### src/design/memctrl_pkg.sv
// Block-RAM memory controller, shared definitions
// word, thread id and block address widths, the command and response
// words that cross the port boundary, the registered RAM request, the
// return tag that follows each issued beat, and the burst FSM states

`default_nettype none

package memctrl_pkg;

	// --------------------------------------------------
	// widths
	// --------------------------------------------------

	// one RAM word
	localparam int DATA_W = 64;
	// thread id carried through to the response
	localparam int TID_W = 5;
	// cache block address, two words per block
	localparam int BLK_W = 10;
	// word address = block address plus beat bit
	localparam int ADDR_W = BLK_W + 1;
	// port field of the return tag, up to 8 ports
	localparam int TAG_PORT_W = 3;

	// --------------------------------------------------
	// port side words
	// --------------------------------------------------

	// one command word from a refill port
	typedef struct packed {
		logic              valid;
		logic              we;
		logic [TID_W-1:0]  tid;
		logic [BLK_W-1:0]  blk;
		logic [DATA_W-1:0] data;
	} mem_cmd_t;

	// one response beat back to a port
	typedef struct packed {
		// read data present
		logic              valid;
		// last beat of the block
		logic              done;
		logic [TID_W-1:0]  tid;
		logic [ADDR_W-1:0] addr;
		logic [DATA_W-1:0] data;
	} mem_rsp_t;

	// --------------------------------------------------
	// internal words
	// --------------------------------------------------

	// RAM input register contents
	typedef struct packed {
		logic              we;
		logic [ADDR_W-1:0] addr;
		logic [DATA_W-1:0] data;
	} ram_req_t;

	// return info riding alongside each issued beat
	typedef struct packed {
		// beat actually issued this slot
		logic                  live;
		logic                  rd;
		logic                  done;
		logic [TAG_PORT_W-1:0] port;
		logic [TID_W-1:0]      tid;
		logic [ADDR_W-1:0]     addr;
	} beat_tag_t;

	// two-beat burst FSM
	typedef enum logic {
		BURST_FIRST  = 1'b0,
		BURST_SECOND = 1'b1
	} burst_state_e;

endpackage

`default_nettype wire

### src/design/port_buffer.sv
// Port input buffer
// two-entry in-order queue in front of one refill port; the head entry
// is offered to the scheduler and dropped when consume is high, the
// second entry then slides up into the head slot

`timescale 1ns/1ps
`default_nettype none

module port_buffer import memctrl_pkg::*; (
	input  logic     gclk,
	input  logic     rst,
	input  mem_cmd_t cmd_in,
	input  logic     consume,
	output mem_cmd_t head
);

	// slot0 is the head, slot1 the waiting entry
	mem_cmd_t slot0, slot1;
	mem_cmd_t slot0_nxt, slot1_nxt;

	// --------------------------------------------------
	// next state
	// --------------------------------------------------
	always_comb begin
		// pop first, the second entry moves up
		if (consume) begin
			slot0_nxt = slot1;
			slot1_nxt = slot1;
			slot1_nxt.valid = 1'b0;
		end else begin
			slot0_nxt = slot0;
			slot1_nxt = slot1;
		end
		// then drop the new command into the first free slot
		if (!slot0_nxt.valid) begin
			slot0_nxt = cmd_in;
		end else if (!slot1_nxt.valid) begin
			slot1_nxt = cmd_in;
		end
	end

	// payload always loads, only the valid bits see reset
	always_ff @(posedge gclk) begin
		slot0 <= slot0_nxt;
		slot1 <= slot1_nxt;
		if (rst) begin
			slot0.valid <= 1'b0;
			slot1.valid <= 1'b0;
		end
	end

	assign head = slot0;

	// requester sent without a credit: both slots busy, nothing leaving
	a_no_overflow: assert property (@(posedge gclk) disable iff (rst)
		!(cmd_in.valid && slot0.valid && slot1.valid && !consume))
		else $error("port_buffer overflow, command sent without credit");

endmodule

`default_nettype wire

### config.mk
export PLATFORM = sky130hd
export DESIGN_NAME = port_buffer
export DESIGN_NICKNAME = d
export VERILOG_FILES = /design/src/design/memctrl_pkg.sv /design/src/design/port_buffer.sv
export SDC_FILE = /design/constraint.sdc
export NUM_CORES = 1
export LEC_CHECK = 0
export BUFFER_PORTS_ARGS = -buffer_cell sky130_fd_sc_hd__buf_2
export CAP_MARGIN = 20
export CORE_UTILIZATION = 55
export CTS_CLUSTER_SIZE = 28
export DETAILED_ROUTE_END_ITERATION = 8
export GPL_TIMING_DRIVEN = 0
export PLACE_DENSITY = 0.8
export SLEW_MARGIN = 20
export SYNTH_ARGS = -nofsm -noshare
export SYNTH_HDL_FRONTEND = slang
export SYNTH_SLANG_ARGS = --single-unit
### constraint.sdc
create_clock -name gclk -period 3.8 [get_ports gclk]
set_input_delay 0.57 -clock gclk [delete_from_list [all_inputs] [get_ports gclk]]
set_output_delay 0.57 -clock gclk [all_outputs]
set_load 0.005 [all_outputs]
==> impl_metrics.json, run 1 <==
{
  "status": "finished, final reports clean",
  "hold_class": "in -> reg",
  "synth_xor_xnor_area_share_pct": 0,
  "grt_overflow": 0,
  "fin_ws_ns": 1.43,
  "synth_top_area_share_pct": 58.7,
  "required_ns": 3.90,
  "layout_commonest_cell": "buf_2",
  "slew_viol_final": 0,
  "cap_violations": 0,
  "io_pins": 165,
  "max_slew.worst_pin.slew_ns": 0.708,
  "synthCells": 537,
  "syn_nets": 621,
  "htreeDepth": 4,
  "hold_viol": 0,
  "setup_violations": 0,
  "worstPathArrival_ns": 2.47,
  "cts.sinks": 162,
  "coreArea_um2": 14500,
  "worst_setup_path_start_kind": "register",
  "cts_tree": "yes",
  "cts_made_buffers": 17,
  "place.gp.congestion": 0.790,
  "grt_pass1_vias": 5035,
  "fmax_mhz": 423,
  "synthFlopType": "edfxtp_1",
  "pre_cts_slack_ns": 1.21,
  "p_leak_nw": 3.85,
  "path_max_fanout": 41,
  "synthAdderAreaFrac_pct": 0,
  "grt_pass1_wl_um": 25800,
  "finalCritPeriodShare_pct": 62.3,
  "power_density_nw_per_um2": 447,
  "syn_area_um2": 8180,
  "die_area_um2": 15400,
  "slew_headroom_pct": 52.8,
  "ys_async_sr_fraction_pct": 0,
  "postCtsSetupRepairBufs": 0,
  "synthSimpleGateAreaFrac_pct": 6.61,
  "die_x_um": 124,
  "ctsResizeCount": 0,
  "clk_path_buf_depth": 2,
  "yosysSeqAreaShare_pct": 59.2,
  "start_util_pct": 56.3,
  "cts.hold.buffers_added": 0,
  "ys_top_cells_by_area": "edfxtp_1 59%, mux2i_1 19%, a21boi_2 11%",
  "cp-end-kind": "register",
  "dpl.hpwl_um": 11300,
  "drive_gt1_share_pct": 41.1,
  "die_h_um": 124,
  "fin_skew_ns": 0.00370,
  "synth_compound_area_share_pct": 11.3,
  "wl_um": 17100,
  "clk_latency_ns": 0.42,
  "drt_iter0_drc": 301,
  "dr.pass1.iters": 5,
  "fillers": 1083,
  "routed_via_density": 5.47,
  "grt_max_degree": 49,
  "cts_root_buf": "clkbuf_16",
  "peakVddDrop_mv": 0.307,
  "synth_top_family_by_area": "multiplexers",
  "layout_common_cells": "181 x buf_2, 160 x edfxtp_1, 158 x mux2i_1",
  "ys_ff_latch": 162,
  "synth_mux_area_share_pct": 19.3,
  "seq_area_um2": 4840,
  "antenna_found_initial": 1,
  "multi_input_area_um2": 3060,
  "fin_crit_ns": 2.37,
  "avgSynthCellArea_um2": 15.2,
  "io_buffers": 163,
  "vias": 5006,
  "synth_edf_count": 160,
  "ant_nets": 0,
  "fin_util_pct": 67.7,
  "wl_per_cell_um": 18.6,
  "critPathKind": "reg -> reg",
  "diodes": 0,
  "synth_cell_types": 17,
  "rsz0062_at_grt": "no",
  "clk_pin_slew_ns": 0.06,
  "drc_errors": 0,
  "yosysTopAreaCell": "edfxtp_1",
  "finalNetCount": 805,
  "syn_to_final_growth_pct": 20.2,
  "grt_use_total_pct": 22.8,
  "yosys_warnings": 0,
  "rows": 44
}
power by group:
group / internal, mW / leakage, nW / switching [mW]
Clock: 1.01 / 0.267 / 0.643
Combinational: 0.267 / 1.98 / 0.295
Sequential: 2.14 / 1.60 / 0.0390
Total: 3.42 / 3.85 / 0.977
final timing paths:
check | start | endpoint | slack [ns] | cells after the start
max reg2reg | head[80]$_SDFF_PP0_ | slot1[35]$_DFFE_PP_ | 1.43 | 6
max | head[80]$_SDFF_PP0_ | slot1[35]$_DFFE_PP_ | 1.43 | 6
min | rst | head[80]$_SDFF_PP0_ | 0.32 | 2
min reg2reg | slot1[3]$_DFFE_PP_ | head[3]$_DFFE_PP_ | 0.62 | 2
cells by family (layout without fill, tap and decap cells):
| group | Yosys count | count (layout) |
|---|---|---|
| flops | 162 | 162 |
| mux | 158 | 158 |
| simple gates | 87 | 87 |
| compound gates | 84 | 84 |
| buf+inv | 46 | 241 |
flip-flops by register name, indices dropped and copies added, names as in the netlist:
register and cells:
slot1 81, head 81
through the flow:
step / power [mW] / hold WS, ns / std cells / instance area [um2] / setup TNS, ns
floorplan: 2.54 / 0.585 / 537 / 8180 / 0
global placement: 2.76 / 0.592 / 884 / 9230 / -90.16
detailed placement: 2.78 / 0.605 / 886 / 9280 / 0
CTS: 4.43 / 0.296 / 916 / 9840 / 0
global route: 4.55 / 0.302 / 916 / 9840 / 0
finish: 4.39 / 0.315 / 916 / 9840 / 0
area by class of cell:
class,count,area share [%]
clock inverter,11,1.22
multi-input combinational,329,31.1
tap,184,2.34
sequential,162,49.3
timing repair buffer,165,8.70
clock buffer,19,4.40
buffer,46,2.98
worst max-delay path, stage by stage, from the launching register on:
cell and delay [ns]:
dfxtp_1 0.32, buf_4 0.20, or3b_1 0.37, buf_6 0.17, buf_6 0.17, nand2_4 0.46
buf_12 0.31
per-layer routing:
| metal | track usage, % | wire length, um |
|---|---|---|
| met5 | 0 | 0 |
| met4 | 9.45 | 384 |
| met3 | 5.13 | 935 |
| met2 | 37.4 | 8480 |
| met1 | 29.4 | 7260 |
synth_stat cells, drive strengths merged (2+ instances only):
master	number
edfxtp	160
mux2i	158
nand2b	81
a21boi	80
buf	35
clkbuf	11
nand2	3
a21oi	2
dfxtp	2
Power figures use the tool's default switching activity.
==> run 2, diff against run 1 <==
clock period = 2.42 ns   (was 3.8 ns; I/O delays follow)
==> run 2 against run 1 <==
Effect of this change:
- total power up 57%
- sequential cell count unchanged
- clock skew up 0.0012 ns
- combinational power up 55%
- count of clock-buffer cells in the layout down 2
- first-iteration DRC count down 1.7%
==> impl_metrics.json, run 2 (synthesis gave the netlist of run 1 again) <==
{
  "cts_made_buffers": 17,
  "cap_violations": 0,
  "grt_overflow": 0,
  "worstPathArrival_ns": 2.21,
  "cts.hold.buffers_added": 0,
  "clk_pin_slew_ns": 0.06,
  "required_ns": 2.47,
  "max_slew.worst_pin.slew_ns": 0.668,
  "multi_input_area_um2": 3070,
  "worst_setup_path_start_kind": "register",
  "place.gp.congestion": 0.745,
  "io_pins": 165,
  "layout_commonest_cell": "buf_2",
  "fillers": 1052,
  "hold_viol": 0,
  "dpl.hpwl_um": 10500,
  "drc_errors": 0,
  "cts_root_buf": "clkbuf_16",
  "hold_class": "in -> reg",
  "seq_area_um2": 4840,
  "routed_via_density": 5.36,
  "top_layer": "met4",
  "rows": 44,
  "wl_um": 16100,
  "htreeDepth": 4,
  "wl_met1_um": 6820,
  "slew_viol_final": 0,
  "drive_gt1_share_pct": 41.8,
  "dr_wl_met2_um": 8030,
  "clk_path_buf_depth": 2,
  "grt_pass1_vias": 4698,
  "fmax_mhz": 464,
  "cts_tree": "yes",
  "rsz0062_at_grt": "no",
  "io_buffers": 163,
  "pre_cts_slack_ns": -0.0614,
  "wl_per_cell_um": 17.7,
  "start_util_pct": 56.3,
  "met3_length_um": 885,
  "peakVddDrop_mv": 0.469,
  "dr.pass1.iters": 4,
  "postCtsSetupRepairBufs": 0,
  "clk_latency_ns": 0.42,
  "vias": 4889,
  "antenna_found_initial": 0,
  "fin_crit_ns": 2.16,
  "grt_use_total_pct": 21.6,
  "p_leak_nw": 3.85,
  "coreArea_um2": 14500,
  "finalNetCount": 804,
  "fin_ws_ns": 0.263,
  "finalCritPeriodShare_pct": 89.1,
  "die_h_um": 124,
  "drt_iter0_drc": 296,
  "power_density_nw_per_um2": 700,
  "path_max_fanout": 80,
  "die_x_um": 124,
  "syn_to_final_growth_pct": 20.1,
  "status": "finished, final reports clean",
  "layout_common_cells": "181 x buf_2, 160 x edfxtp_1, 158 x mux2i_1",
  "setup_violations": 0,
  "grt_max_degree": 81,
  "grt_pass1_wl_um": 24300,
  "fin_skew_ns": 0.00495,
  "ant_nets": 0,
  "slew_headroom_pct": 55.5,
  "cp-end-kind": "register",
  "cts.sinks": 162,
  "diodes": 0,
  "critPathKind": "reg -> reg",
  "hold_slack_ns": 0.113,
  "die_area_um2": 15400
}
run 2: layout make-up:
class	instances	area share (%)
Sequential cell	162	49.3
Multi-Input combinational cell	329	31.2
Timing Repair Buffer	164	8.58
Clock buffer	17	4.33
Buffer	46	2.98
Tap cell	184	2.34
Clock inverter	10	1.24
run 2: final timing paths:
kind         cells after the start  slack (ns)                    to                start
min                              2        0.11  slot1[80]$_SDFF_PP0_                  rst
max                              5        0.26   slot1[52]$_DFFE_PP_  head[80]$_SDFF_PP0_
max reg2reg                      5        0.26   slot1[52]$_DFFE_PP_  head[80]$_SDFF_PP0_
min reg2reg                      2        0.62    head[31]$_DFFE_PP_  slot1[31]$_DFFE_PP_
run 2: per-stage QoR:
step           total power [mW]  util (%)  area (um2)  TNS [ns]  instances
2_1_floorplan              3.98         -        8190         0        537
3_3_place_gp               4.32      63.6        9240     -5.59        884
3_5_place_dp               4.36      63.8        9270     -4.56        885
4_1_cts                    6.93      67.6        9830         0        912
5_1_grt                    7.12      67.6        9830         0        912
6_report                   6.88      67.6        9830         0        912
run 2: repair_timing:
item,4_1_cts,5_1_grt
endpoints found under the hold margin,0,0
setup endpoints to repair,80,0
resized for setup,1,0
run 2: power breakdown:
group	switching [mW]	leakage [nW]	total, mW	internal [mW]
registers	0.0565	1.60	3.42	3.37
logic	0.455	1.98	0.872	0.417
clock network	1.02	0.272	2.59	1.57
total	1.53	3.85	6.88	5.35
run 2: worst max-delay path: stages, from the launching register on:
cell,delay (ns)
dfxtp_1,0.33
buf_4,0.20
or3b_1,0.37
buf_6,0.17
buf_6,0.17
nand2_8,0.45
run 2: routing by layer:
| layer | track usage, % | vias up |
|---|---|---|
| met5 | 0 | - |
| met4 | 9.90 | 0 |
| met3 | 5.31 | 30 |
| met2 | 34.9 | 129 |
| met1 | 27.5 | 2370 |
| li1 | - | 2360 |
