### config.mk
export PLATFORM = sky130hd
export DESIGN_NAME = return_tracker
export DESIGN_NICKNAME = d
export VERILOG_FILES = /design/src/design/memctrl_pkg.sv /design/src/design/return_tracker.sv
export SDC_FILE = /design/constraint.sdc
export NUM_CORES = 1
export LEC_CHECK = 0
export ABC_CLOCK_PERIOD_IN_PS = 16100
export BUFFER_PORTS_ARGS = -buffer_cell sky130_fd_sc_hd__buf_2
export CAP_MARGIN = 20
export CORE_ASPECT_RATIO = 0.5
export CORE_MARGIN = 2
export CORE_UTILIZATION = 51
export CTS_CLUSTER_SIZE = 20
export DETAILED_ROUTE_END_ITERATION = 16
export HOLD_SLACK_MARGIN = 0.06
export PLACE_DENSITY_LB_ADDON = 0.05
export SYNTH_ARGS = -nofsm -noshare
export SYNTH_HDL_FRONTEND = slang
export SYNTH_SLANG_ARGS = --single-unit
### constraint.sdc
create_clock -name gclk -period 16.1 [get_ports gclk]
set_input_delay 0.805 -clock gclk [delete_from_list [all_inputs] [get_ports gclk]]
set_output_delay 0.805 -clock gclk [all_outputs]
set_load 0.02 [all_outputs]
### src/design/memctrl_pkg.sv
// Block-RAM memory controller, shared definitions
// word, thread id and block address widths, the command and response
// words that cross the port boundary, the registered RAM request, the
// return tag that follows each issued beat, and the burst FSM states

`default_nettype none

package memctrl_pkg;

	// --------------------------------------------------
	// widths
	// --------------------------------------------------

	// one RAM word
	localparam int DATA_W = 64;
	// thread id carried through to the response
	localparam int TID_W = 5;
	// cache block address, two words per block
	localparam int BLK_W = 10;
	// word address = block address plus beat bit
	localparam int ADDR_W = BLK_W + 1;
	// port field of the return tag, up to 8 ports
	localparam int TAG_PORT_W = 3;

	// --------------------------------------------------
	// port side words
	// --------------------------------------------------

	// one command word from a refill port
	typedef struct packed {
		logic              valid;
		logic              we;
		logic [TID_W-1:0]  tid;
		logic [BLK_W-1:0]  blk;
		logic [DATA_W-1:0] data;
	} mem_cmd_t;

	// one response beat back to a port
	typedef struct packed {
		// read data present
		logic              valid;
		// last beat of the block
		logic              done;
		logic [TID_W-1:0]  tid;
		logic [ADDR_W-1:0] addr;
		logic [DATA_W-1:0] data;
	} mem_rsp_t;

	// --------------------------------------------------
	// internal words
	// --------------------------------------------------

	// RAM input register contents
	typedef struct packed {
		logic              we;
		logic [ADDR_W-1:0] addr;
		logic [DATA_W-1:0] data;
	} ram_req_t;

	// return info riding alongside each issued beat
	typedef struct packed {
		// beat actually issued this slot
		logic                  live;
		logic                  rd;
		logic                  done;
		logic [TAG_PORT_W-1:0] port;
		logic [TID_W-1:0]      tid;
		logic [ADDR_W-1:0]     addr;
	} beat_tag_t;

	// two-beat burst FSM
	typedef enum logic {
		BURST_FIRST  = 1'b0,
		BURST_SECOND = 1'b1
	} burst_state_e;

endpackage

`default_nettype wire

### src/design/return_tracker.sv
// Return tracker
// holds each beat tag one stage so it meets the RAM read data, then
// loads the response register of the tagged port; all other ports see
// valid and done low in that cycle

`timescale 1ns/1ps
`default_nettype none

module return_tracker import memctrl_pkg::*; #(
	parameter int N_PORTS = 4
) (
	input  logic              gclk,
	input  logic              rst,
	input  beat_tag_t         beat_tag,
	input  logic [DATA_W-1:0] rdata,
	output mem_rsp_t          rsp [N_PORTS]
);

	// tag aligned with the RAM read cycle
	beat_tag_t          tag_d;
	// tagged port select
	logic [N_PORTS-1:0] hit;

	// --------------------------------------------------
	// delay stage
	// --------------------------------------------------
	always_ff @(posedge gclk) begin
		tag_d <= beat_tag;
		if (rst) begin
			tag_d.live <= 1'b0;
		end
	end

	always_comb begin
		for (int i = 0; i < N_PORTS; i++) begin
			hit[i] = tag_d.live && (tag_d.port == TAG_PORT_W'(i));
		end
	end

	// --------------------------------------------------
	// response registers
	// --------------------------------------------------
	always_ff @(posedge gclk) begin
		for (int i = 0; i < N_PORTS; i++) begin
			// payload only moves for the owning port
			if (hit[i]) begin
				rsp[i].tid <= tag_d.tid;
				rsp[i].addr <= tag_d.addr;
				rsp[i].data <= rdata;
			end
			// strobes are one-cycle pulses
			if (rst) begin
				rsp[i].valid <= 1'b0;
				rsp[i].done <= 1'b0;
			end else begin
				rsp[i].valid <= hit[i] & tag_d.rd;
				rsp[i].done <= hit[i] & tag_d.done;
			end
		end
	end

endmodule

`default_nettype wire

==> results of run 1 <==
## Yosys cell counts
| master | number |
|---|---|
| edfxtp_1 | 320 |
| dfxtp_1 | 30 |
| nor2_1 | 6 |
| inv_1 | 3 |
| nand2b_1 | 2 |
| nor4_1 | 2 |
| nand2_1 | 1 |
| nand4b_1 | 1 |
| nand4bb_1 | 1 |
| nor2b_1 | 1 |
| nor3_1 | 1 |
| or4b_4 | 1 |
## routing by layer
metal / vias to the layer above / part of all wire
met5: - / 0.00056
met4: 2 / 0.018
met3: 30 / 0.11
met2: 226 / 0.50
met1: 2622 / 0.37
li1: 2380 / -
## sequential cells by signal, summed over array words and instances (netlist names)
register	count
tag_d	22
rsp	328
## worst register-to-register path: stages, from the launching register on
cell and delay, ps:
dfxtp_1 360, or4b_4 550, clkinv_2 490, buf_4 660
## how the worst min path moves through the flow
stage / from / to / cells after the start
final: beat_tag[7] / tag_d[7] / 1
after global routing: beat_tag[2] / tag_d[2] / 1
after CTS: beat_tag[14] / tag_d[14] / 1
after detailed placement: tag_d[15] / rsp[161] / 0
after global placement: tag_d[15] / rsp[243] / 0
after floorplan: tag_d[0] / rsp[146] / 0
## layout by cell type, fill, tap and decap left out, drive strengths merged
cell      instances
clkbuf           36
nand4bb           1
or4b              1
diode             1
clkinv           15
nor4              2
bufinv            3
buf             420
nand2b            2
clkinvlp          1
nor2              6
nor2b             1
nand4b            1
inv               2
nand2             1
nor3              1
dfxtp            30
edfxtp          320
## final cells by class
class,count,share of cell area
Sequential cell,350,0.743
Clock inverter,18,0.0123
Timing Repair Buffer,420,0.154
Inverter,3,0.00109
Antenna cell,1,0.000182
Clock buffer,36,0.0577
Multi-Input combinational cell,16,0.00738
Tap cell,266,0.0242
## cells by family (layout without fill, tap and decap cells)
family / count (synthesis) / in the layout
simple gates: 16 / 16
flops: 350 / 350
buf+inv: 3 / 477
other cells: 0 / 1
## power groups by stage
stage | Sequential [mW] | Clock [mW] | Combinational, mW
floorplan | 1.04 | 0 | 0.00431
global placement | 1.03 | 0 | 0.0461
detailed placement | 1.03 | 0 | 0.0471
CTS | 1.01 | 0.716 | 0.0471
global route | 1.01 | 0.752 | 0.0501
finish | 1.01 | 0.700 | 0.0464
## per-stage QoR
stage | hold slack (ps) | power (mW)
after floorplan | 438 | 1.05
after global placement | 450 | 1.08
after detailed placement | 465 | 1.08
after CTS | 330 | 1.77
after global routing | 323 | 1.81
final | 357 | 1.76
==> results.md, run 1 <==
* Crit-path cells: or4b_4 -> clkinv_2 -> buf_4
* Row count at 36
* Worst path depth at 3
* Max-slew violations at 0
* Mapped Cells at 369
* FF+latch count, synth at 350
* End point of the critical path: rsp[278]
* Cell family with most CP delay: buffers and inverters
* H-tree Lvls at 1
* Max clock buf depth at 3
* DRC Markers at 0
* Clock slew seen by the registers of the worst setup and hold paths at 70 ps
* Peak supply drop at 0.000110 V
* Area of the core at 19,600 um^2
* Iter 0 DRT Violations at 384
* Largest cells by area after synthesis: edfxtp_1 (93%), dfxtp_1 (5.8%), nor2_1 (0.22%)
* Peak fanout along the critical path at 43
* Synth Area in Compound Gates at 0
* Setup TNS at 0 ps
* Clock Latency Late Sink at 540 ps
* MaxCap Viol Count at 0
* Final wirelength at 23,300 um
* Crit path from: tag_d[17]
* Largest family of logic cells by synthesized area: simple AND/OR/NAND/NOR gates
* Placed Cells at 1,055
* Die area at 21,500 um^2
* Adder-Cell Fraction of Synth Area at 0
* Post-CTS Repair Setup Buffers at 0
* Largest net degree at the start of global routing at 69
* CP max-delay cell: buf_4
* Top-area cell type share of the netlist area at 0.931
* CP Launch Type: flop
* Sequential cell area at 10,200 um^2
* Vias/cell at 4.74
* Sequential fraction of the synthesis area at 0.990
* Critical Path AT at 2640 ps
* First-pass GRT wire length at 33,100 um
* Reg power frac at 0.575
* Post-DP Area at 12,800 um^2
* Die Y at 105 um
* Rel. slew slack at 0.334
* Width of the die at 205 um
* Starting Density at 0.525
* Final-report hold violation count at 0
* CTS tree: built
* Simple-gate area share of the yosys netlist at 0.00934
* CP required at 16,270 ps
* Sw Share at 0.193
* Post-synthesis cell type count at 12
* Power per cell area at 128 nW/um^2
* Worst-margin pin slew at 999 ps
* I/O Buffers at 415
* Root buf cell: clkbuf_16
* Unrepaired setup endpoints after global routing: false
* CTS Buf Count at 29
* Net Switching at 0.339 mW
* Critical path type: reg -> reg
* Vias at 5,260
* FF-to-FF Start: tag_d[17]
* Post-Synthesis Cell Area at 10,300 um^2
* I/O Pins at 416
* Non-filler cells, final at 1,110
* Sink Count at 350
* Layout cells sized above 1 at 0.559
* Setup Viol. Count Final at 0
* Drt pass-1 iters at 4
* Final worst slack at 13,630 ps
* Largest stage delay, worst path at 650 ps
* Post-route ant nets at 0
* Clock skew at 11.8 ps
* Crit end category: flop
* Design Area, Final at 13,700 um^2
* Mapped Nets at 457
* Class of the worst hold path: in -> reg
* Grt ovf at 0
* Most area-hungry cell type in the Yosys netlist: edfxtp_1
* Yosys warns at 0
* Initial antenna violation count at 2
* Post_cts resized at 0
* Reg2reg path depth at 3
* Clock network fraction of design power at 0.398
* CTS Hold Bufs at 0
* Status: completed
* Pre-CTS WS at 13,600 ps
* Routability cong. at 0.777
* Gate power share at 0.026
* Nets at 908
* Tot GR Track Use at 0.214
* Number of global-route vias before repair at 5,317
* Grt peak-use layer: met2
* CP Buf/Inv Count at 2
* Filler cells at 1,303
* Post-DP HPWL at 16,100 um
* Period utilization at 0.153
* Flop-to-flop setup slack at 13,630 ps
* Lkg Pwr at 5.33 nW
* Pint at 1.42 mW
* Met3 Usage GRT at 0.103
* R2r endpoint: rsp[278]
* Layout Utilization at 0.699
* Met1 usage at 0.253
* Syn Area/Cell at 28.0 um^2
* Multi-input logic area at 101 um^2
* Area Growth Syn to Fin at 33.1%
* Synth Area in XOR/XNOR at 0
* Peak Freq at 405 MHz
* Met2 usage at 0.356
* Avg WL per Cell at 21.0 um
* Mux share of post-synthesis cell area at 0
* Tmin final at 2470 ps
(Power assumes the default switching activity.)
==> inputs of run 2 (changes only) <==
Settings changed: ABC_AREA from default to 1, ABC_CLOCK_PERIOD_IN_PS 16100 to 2420, CORE_UTILIZATION 51 to 47.
Clock period 16.1 ns to 2.42 ns, I/O delays scaled along.
==> run 2 against run 1 <==
Net effect:
- non-clock buffer count grew 90
- clock power grew to 7.4 times the previous value
- register-to-register slack worse by 13000 ps
- sequential power rose to 6.7 times the previous value
- largest power group unchanged
- sequential share of layout area decreased by 5.7 points
- cell count grew 12%
- power rose to 7.0 times the previous value
- critical path type unchanged
- hold slack got worse by 150 ps
- first-iteration DRC count is 7.3% higher
- global-route usage decreased by 0.62 points
==> results.md, run 2 <==
* Max clock buf depth at 3
* Period utilization at 0.724
* Post-Synthesis Cell Area at 10,300 um^2
* I/O Buffers at 415
* Most common cell on crit path: nand2_1
* Final worst slack at 668 ps
* Root buf cell: clkbuf_16
* Nets at 1,008
* Sequential fraction of the synthesis area at 0.989
* Cell with the most instances after synthesis: edfxtp_1
* Dominant synthesized flop cell: edfxtp_1
* Worst-margin pin slew at 590 ps
* Area Growth Syn to Fin at 44.2%
* H-tree Lvls at 1
* Iter 0 DRT Violations at 412
* FF+latch count, synth at 350
* Mapped Cells at 378
* Sink Count at 350
* Vias at 5,686
* Initial antenna violation count at 1
* Hold Worst Slack at 208 ps
* Largest family of logic cells by synthesized area: simple AND/OR/NAND/NOR gates
* Max FFs per register at 328
* CP Buf/Inv Count at 3
* Yosys warns at 0
* Simple-gate area share of the yosys netlist at 0.00740
* Most area-hungry cell type in the Yosys netlist: edfxtp_1
* Top-area cell type share of the netlist area at 0.931
* Drt pass-1 iters at 4
* Ys async rst share at 0
* Clock slew seen by the registers of the worst setup and hold paths at 70 ps
* Post-synth EDFFs at 320
* Biggest regs: rsp (328), tag_d (22)
* Synth Area in XOR/XNOR at 0
* Setup Viol. Count Final at 0
* Power per cell area at 830 nW/um^2
* CP required at 2710 ps
* Design Area, Final at 14,900 um^2
* Adder-Cell Fraction of Synth Area at 0
* Post-DP HPWL at 17,000 um
* Sequential cell area at 10,200 um^2
* I/O Pins at 416
* CTS Buf Count at 30
* Status: completed
* Post-synthesis cell type count at 6
* CTS tree: built
* Unrepaired setup endpoints after global routing: false
* Clock Latency Late Sink at 550 ps
* Vias/cell at 4.57
* Avg WL per Cell at 20.3 um
* Peak fanout along the critical path at 22
* Row count at 38
* Cell family with most CP delay: buffers and inverters
* Rel. slew slack at 0.606
* Area of the core at 21,600 um^2
* CP max-delay cell: clkinvlp_4
* Top reg by flops: rsp
* Lkg Pwr at 5.80 nW
* Layout Utilization at 0.690
* Critical Path AT at 2050 ps
* DRC Markers at 0
* First-pass GRT wire length at 34,700 um
* Final-report hold violation count at 0
* Post-DP Area at 12,900 um^2
* Largest cells by area after synthesis: edfxtp_1 (93%), dfxtp_1 (5.8%), nor2_1 (0.36%)
* Number of global-route vias before repair at 5,685
* Peak supply drop at 0.000767 V
* Syn Area/Cell at 27.3 um^2
* Critical path type: reg -> reg
* Filler cells at 1,478
* Post-CTS Repair Setup Buffers at 0
* Setup TNS at 0 ps
* Peak Freq at 571 MHz
* Synth Area in Compound Gates at 0
* Class of the worst hold path: in -> reg
* Starting Density at 0.478
* Most frequent cells in the layout: buf_2 (415), edfxtp_1 (320), dlygate4sd3_1 (87)
* Power Total at 12.4 mW
* Routability cong. at 0.841
* Placed Cells at 1,101
* CP Launch Type: flop
* Mapped Nets at 466
* Non-filler cells, final at 1,244
* Tot GR Track Use at 0.207
* Crit-path cells: nand2_1 -> inv_1 -> nand2_1 -> clkinvlp_4 -> buf_12
* Die Y at 109 um
* Mux share of post-synthesis cell area at 0
* Multi-input logic area at 76.3 um^2
* Crit end category: flop
* Commonest cells in the netlist: edfxtp_1 (320), dfxtp_1 (30), nor2_1 (10)
* Tmin final at 1750 ps
* Largest net degree at the start of global routing at 77
* Final wirelength at 25,200 um
* Post-route ant nets at 0
* Layout cells sized above 1 at 0.507
* MaxCap Viol Count at 0
* Pre-CTS WS at 626 ps
* Grt ovf at 0
* Clock skew at 11.2 ps
* Most common cell after layout, fill and taps aside: buf_2
* Largest stage delay, worst path at 520 ps
* Die area at 23,200 um^2
* Width of the die at 214 um
* Max-slew violations at 0
-- run 2: area by class of cell --
type	count	share of cell area
repair buffers	510	0.207
clock inverters	21	0.0196
multi-input cells	19	0.00513
diodes	1	0.000168
inverters	9	0.00328
well taps	300	0.0252
flip-flops and latches	350	0.686
clock buffers	34	0.0535
-- run 2: metal layers --
metal,GRT usage,up-vias,share of wire
li1,-,2575,-
met1,0.257,2827,0.38
met2,0.344,244,0.50
met5,0,-,0
met4,0.0585,0,0.026
met3,0.0806,40,0.096
-- run 2: worst paths after layout --
path | startpoint | endpoint | slack [ps] | depth (start not counted)
worst max-delay path | tag_d[16] | rsp[41] | 670 | 5
worst min-delay path | beat_tag[18] | tag_d[18] | 210 | 2
worst max register to register | tag_d[16] | rsp[41] | 670 | 5
worst min register to register | tag_d[12] | rsp[158] | 470 | 0
-- run 2: where the power goes --
group	leakage [nW]	internal [mW]	switching [mW]
logic	2.12	0.193	0.246
clock network	0.531	3.12	2.08
registers	3.14	6.69	0.0318
-- run 2: cell families (layout without fill, tap and decap cells) --
| logic type | count (synthesis) | count (layout) |
|---|---|---|
| flip-flops | 350 | 350 |
| buffers and inverters | 9 | 574 |
| other | 0 | 1 |
| AND/OR/NAND/NOR | 19 | 19 |
-- run 2: timing repair --
action / CTS / global route
resized for setup: 0 / 0
hold endpoints to repair: 286 / 0
hold buffers: 87 / 0
-- run 2: worst register-to-register path, cell delays in order, from the launching register on --
cell and delay [ps]:
dfxtp_1 320, nand2_1 60, inv_1 50, nand2_1 150, clkinvlp_4 520, buf_12 380
